===== src/logic/core_pkg.sv =====
package core_pkg;

    // datapath sizes
    localparam int data_width     = 32;
    localparam int reg_addr_width = 5;
    localparam int reg_count      = 32;

    // one register value
    typedef logic [data_width-1:0] data_t;

    // one architectural register number
    typedef logic [reg_addr_width-1:0] reg_addr_t;

    // decode read request, up to two sources per cycle
    typedef struct packed {
        logic      inst_valid;
        logic      r1_en;
        reg_addr_t r1_addr;
        logic      r2_en;
        reg_addr_t r2_addr;
    } src_req_t;

    // result record of one later stage (ex, mem or wb)
    typedef struct packed {
        logic      valid;
        logic      rw_en;
        // load result, data only real once it reaches writeback
        logic      is_load;
        reg_addr_t rw_addr;
        data_t     rw_data;
    } fwd_rec_t;

    // operand pair handed to execute
    typedef struct packed {
        logic  valid;
        data_t op1;
        data_t op2;
    } issue_t;

endpackage : core_pkg


===== src/logic/reg_file.sv =====
`timescale 1ns/1ps

module reg_file (
    input  logic               clock,
    input  logic               reset,
    input  core_pkg::reg_addr_t rd1_addr,
    input  core_pkg::reg_addr_t rd2_addr,
    output core_pkg::data_t     rd1_data,
    output core_pkg::data_t     rd2_data,
    input  core_pkg::fwd_rec_t  wb_rec
);
    import core_pkg::*;

    data_t regs [reg_count];
    logic  wr_en;

    // writeback commit, r0 is never written
    assign wr_en = wb_rec.valid && wb_rec.rw_en && (wb_rec.rw_addr != '0);

    always_ff @(posedge clock) begin
        if (reset) begin
            for (int i = 0; i < reg_count; i++) begin
                regs[i] <= '0;
            end
        end else if (wr_en) begin
            regs[wb_rec.rw_addr] <= wb_rec.rw_data;
        end
    end

    // two combinational read ports
    // a write in this cycle is not seen here yet, the wb forward covers it
    always_comb begin
        if (rd1_addr == '0) begin
            rd1_data = '0;
        end else begin
            rd1_data = regs[rd1_addr];
        end
    end

    always_comb begin
        if (rd2_addr == '0) begin
            rd2_data = '0;
        end else begin
            rd2_data = regs[rd2_addr];
        end
    end

endmodule : reg_file


===== src/logic/operand_bypass.sv =====
`timescale 1ns/1ps

module operand_bypass (
    input  logic                src_en,
    input  core_pkg::reg_addr_t src_addr,
    input  core_pkg::data_t     rf_data,
    input  core_pkg::fwd_rec_t  ex_rec,
    input  core_pkg::fwd_rec_t  mem_rec,
    input  core_pkg::fwd_rec_t  wb_rec,
    output core_pkg::data_t     operand,
    output logic                hazard
);
    import core_pkg::*;

    logic src_live;
    logic ex_hit;
    logic mem_hit;
    logic wb_hit;

    // record targets this source register
    function automatic logic rec_hits(input fwd_rec_t rec, input reg_addr_t addr);
        return rec.valid && rec.rw_en && (rec.rw_addr == addr);
    endfunction

    // disabled reads and r0 never forward and never stall
    assign src_live = src_en && (src_addr != '0);

    assign ex_hit  = src_live && rec_hits(ex_rec, src_addr);
    assign mem_hit = src_live && rec_hits(mem_rec, src_addr);
    assign wb_hit  = src_live && rec_hits(wb_rec, src_addr);

    // newest result wins, ex over mem over wb
    always_comb begin
        operand = rf_data;
        hazard  = 1'b0;
        if (!src_live) begin
            operand = '0;
        end else if (ex_hit) begin
            operand = ex_rec.rw_data;
            // load still in execute, data not there yet
            hazard  = ex_rec.is_load;
        end else if (mem_hit) begin
            operand = mem_rec.rw_data;
            // load in memory stage, data returns in writeback
            hazard  = mem_rec.is_load;
        end else if (wb_hit) begin
            // loads have their data by writeback
            operand = wb_rec.rw_data;
        end
    end

endmodule : operand_bypass


===== src/logic/operand_issue.sv =====
`timescale 1ns/1ps

module operand_issue (
    input  logic              clock,
    input  logic              reset,
    input  logic              inst_valid,
    input  logic              hazard1,
    input  logic              hazard2,
    input  core_pkg::data_t   op1,
    input  core_pkg::data_t   op2,
    output logic              id_stall,
    output core_pkg::issue_t  issue
);
    import core_pkg::*;

    logic  valid_q;
    data_t op1_q;
    data_t op2_q;

    // hold decode when nothing to issue or a load result is pending
    assign id_stall = !inst_valid || hazard1 || hazard2;

    // a stalled cycle becomes a bubble toward execute
    always_ff @(posedge clock) begin
        if (reset) begin
            valid_q <= 1'b0;
        end else begin
            valid_q <= !id_stall;
        end
    end

    // operand pair only loads on a real issue
    always_ff @(posedge clock) begin
        if (!id_stall) begin
            op1_q <= op1;
            op2_q <= op2;
        end
    end

    assign issue = '{valid: valid_q, op1: op1_q, op2: op2_q};

endmodule : operand_issue


===== src/logic/operand_fetch.sv =====
`timescale 1ns/1ps

module operand_fetch (
    input  logic               clock,
    input  logic               reset,
    input  core_pkg::src_req_t req,
    input  core_pkg::fwd_rec_t ex_rec,
    input  core_pkg::fwd_rec_t mem_rec,
    input  core_pkg::fwd_rec_t wb_rec,
    output logic               id_stall,
    output core_pkg::issue_t   issue
);
    import core_pkg::*;

    // register file read values
    data_t rf_data1;
    data_t rf_data2;

    // bypassed operands and load-use flags
    data_t op1;
    data_t op2;
    logic  hazard1;
    logic  hazard2;

    reg_file i_reg_file (
        .clock    (clock),
        .reset    (reset),
        .rd1_addr (req.r1_addr),
        .rd2_addr (req.r2_addr),
        .rd1_data (rf_data1),
        .rd2_data (rf_data2),
        .wb_rec   (wb_rec)
    );

    // source 1
    operand_bypass bypass_1 (
        .src_en   (req.r1_en),
        .src_addr (req.r1_addr),
        .rf_data  (rf_data1),
        .ex_rec   (ex_rec),
        .mem_rec  (mem_rec),
        .wb_rec   (wb_rec),
        .operand  (op1),
        .hazard   (hazard1)
    );

    // source 2, same records as source 1
    operand_bypass bypass_2 (
        .src_en   (req.r2_en),
        .src_addr (req.r2_addr),
        .rf_data  (rf_data2),
        .ex_rec   (ex_rec),
        .mem_rec  (mem_rec),
        .wb_rec   (wb_rec),
        .operand  (op2),
        .hazard   (hazard2)
    );

    operand_issue i_issue (
        .clock      (clock),
        .reset      (reset),
        .inst_valid (req.inst_valid),
        .hazard1    (hazard1),
        .hazard2    (hazard2),
        .op1        (op1),
        .op2        (op2),
        .id_stall   (id_stall),
        .issue      (issue)
    );

endmodule : operand_fetch


===== config.mk =====
export PLATFORM = sky130hd
export DESIGN_NAME = operand_fetch
export DESIGN_NICKNAME = d
export VERILOG_FILES = /design/src/logic/core_pkg.sv /design/src/logic/reg_file.sv /design/src/logic/operand_bypass.sv /design/src/logic/operand_issue.sv /design/src/logic/operand_fetch.sv
export SDC_FILE = /design/constraint.sdc
export NUM_CORES = 2
export LEC_CHECK = 0
export BUFFER_PORTS_ARGS = -buffer_cell sky130_fd_sc_hd__clkbuf_2
export CAP_MARGIN = 25
export CORE_MARGIN = 2
export CORE_UTILIZATION = 63
export DETAILED_ROUTE_END_ITERATION = 10
export PLACE_DENSITY_LB_ADDON = 0.1
export SETUP_SLACK_MARGIN = 0.05
export SYNTH_ARGS = -nofsm -noshare
export SYNTH_HDL_FRONTEND = slang
export SYNTH_SLANG_ARGS = --single-unit

===== constraint.sdc =====
create_clock -name clock -period 5.2 [get_ports clock]
set_input_delay 1.04 -clock clock [delete_from_list [all_inputs] [get_ports clock]]
set_output_delay 1.04 -clock clock [all_outputs]
set_load 0.02 [all_outputs]

==> out/qor.txt <==
RSZ-0062 raised after global routing: no
CP Launch Type: primary input
most frequent cells in the layout: edfxtp_1 (1088), and2_1 (995), mux4_2 (512)
Wirelength per Cell: 35.8 um
FFs w/ async S/R, synth: 0%
most common library cell in the layout ignoring fill and taps: edfxtp_1
post-route setup slack: 0.821 ns
DIE WIDTH: 308 um
Hold Fails Final Rpt: 0
Post-CTS Resized: 0
Slew Limit Fails: 0
setup violators final: 0
Final Power: 21.3 mW
status: complete, no violations
DIE AREA: 95000 um2
row count: 111
Worst-Margin Slew: 1.06 ns
I/O pins: 201
Synth cell types: 48
HP Start: req[12]
largest cells by area after synthesis: edfxtp_1 (56%), mux4_2 (20%), and2_1 (11%)
CTS buffer count: 112
Tmin final: 4.38 ns
CP Launch Point: req[0]
peak supply drop: 0.000258 V
Initial Utilization: 63.6%
antenna-violating nets left: 0
cells after synthesis: 3881
Fillers: 6027
crit path max-delay cell type: or4_4
Leakage Power: 22.3 nW
MaxCap Viol Count: 0
Place WS: 0.865 ns
hpwl dp: 112000 um
fin area: 64300 um2
Via density: 7.36
Top FF cell, synth: edfxtp_1
TritonCTS clock tree: built
CTS root buf: clkbuf_16
layout net count: 4059
Reg-to-Reg Start: i_reg_file.regs[22][15]$_SDFFCE_PN0P_
H-tree Lvls: 3
relative slew slack: 29.1%
final worst-path cycle share: 84.2%
CP Cell Sequence: buf_8 > or4_4 > o21ai_2 > or3_1 > buf_4 > a22oi_1 > o221a_4 > inv_2 > clkbuf_2
max incr delay on CP: 0.61 ns
data required time at the worst endpoint: 4.16 ns
initial antenna violation count: 11
post-synthesis cell area: 58300 um2
core box area: 91700 um2
cell taking the most area after synthesis: edfxtp_1
Syn. warnings: 0
number of global-route vias before repair: 39.2k
Residual DRC: 0
Setup Buffers After CTS: 0
number of enable flip-flop cells after synthesis: 1088
Avg Synthesized Cell Area: 15.0 um2
critical path endpoint category: output pin
pin count of the biggest net entering global routing: 141
GR Util All Layers: 39.9%
Util after Layout: 70.2%
placed inst area: 60600 um2
clock sink count: 1089
Clock Latency Late Sink: 0.72 ns
first-pass detailed-route iteration total: 8
first-pass GRT wire length: 267000 um
Clock Path Buffers: 3
worst endpoint data arrival time: 3.34 ns
total grt overflow: 0
I/O Buffers: 199
share of cells above drive strength 1: 28.2%
Max Fclk: 228 MHz
Detailed Route Iter0 Violations: 5803
P&R area growth vs syn: 10.3%
Power Dens Cells: 331 nW/um2
post-synthesis sequential area ratio: 56.1%
clock skew: 0.0343 ns
top-area cell type share of the netlist area: 56.1%
Hold Crit Class: primary input to flip-flop
crit-path max FO: 36
TNS Setup: 0 ns
WL final: 187000 um
hold buffers post-CTS: 0
WP buf/inv: 4
DR vias: 38.3k
Clock transition at path regs: 0.06 ns
Die H: 308 um
#FFs+latches synth: 1089
top cell family by delay on the critical path: buffers and inverters
worst setup path class: primary input to output pin
gp weighted congestion: 0.957
power breakdown:
group          internal [mW]  switching [mW]  total, mW
Combinational           1.05            1.54       2.59
Sequential              10.1           0.252       10.4
Clock                   4.82            3.47       8.29
synth_stat cells (16+ instances only):
cell type	instances
edfxtp_1	1088
and2_1	995
mux4_2	512
clkbuf_1	304
a21oi_1	142
nand2_1	110
buf_2	97
mux2i_1	87
a22oi_1	83
o221ai_1	64
nor2b_1	60
a211oi_1	55
nor2_1	39
a221oi_2	36
or2_2	32
a221oi_1	28
o22ai_1	23
xor2_1	16
worst paths after layout:
| check | endpoint | slack (ns) | depth (start not counted) |
|---|---|---|---|
| worst min register to register | i_issue.op2_q[16]$_SDFFCE_PN0N_ | 1.10 | 5 |
| worst max register to register | i_issue.op1_q[15]$_SDFFCE_PN0N_ | 2.63 | 6 |
| worst min-delay path | i_issue.valid_q$_SDFF_PP0_ | 0.66 | 4 |
| worst max-delay path | id_stall | 0.82 | 9 |
metrics by stage:
stage	hold WS, ns	cells
after floorplan	0.926	3912
after CTS	0.659	5202
after global routing	0.685	5204
after detailed placement	1.05	4996
final	0.665	5209
after global placement	1.03	4992
layer usage:
metal | track usage, % | wire, um | up-vias
li1 | - | - | 15108
met5 | 0.310 | 122 | -
met4 | 22.6 | 11500 | 12
met2 | 61.5 | 86100 | 3128
met1 | 51.7 | 63100 | 19458
met3 | 11.3 | 25800 | 623
worst min-delay path, cell delays in order:
cell	delay (ns)
clkbuf_2	0.09
o221a_4	0.13
inv_2	0.05
nor2_1	0.04
cell families after synthesis:
group / Yosys count / share of synthesized area (%)
flops: 1089 / 56.1
xor+xnor: 30 / 0.451
buf+inv: 433 / 3.14
mux: 608 / 21.5
simple gates: 1274 / 13.1
compound gates: 446 / 5.75
other cells: 1 / 0.00643
flip-flops by register name (all words and copies together), names as in the netlist:
signal and count:
i_reg_file.regs 1024, i_issue.op1_q 32, i_issue.op2_q 32, i_issue.valid_q 1
cell type report:
class | count | area, um2 | share of cell area [%]
clock inverters | 67 | 731 | 1.14
clock buffers | 139 | 3000 | 4.66
inverters | 4 | 15.0 | 0.0233
flip-flops and latches | 1089 | 32700 | 50.8
repair buffers | 327 | 2350 | 3.65
diodes | 7 | 17.5 | 0.0272
multi-input cells | 2390 | 24000 | 37.4
well taps | 1186 | 1480 | 2.31
No activity file was read; power rests on OpenSTA's default activity.
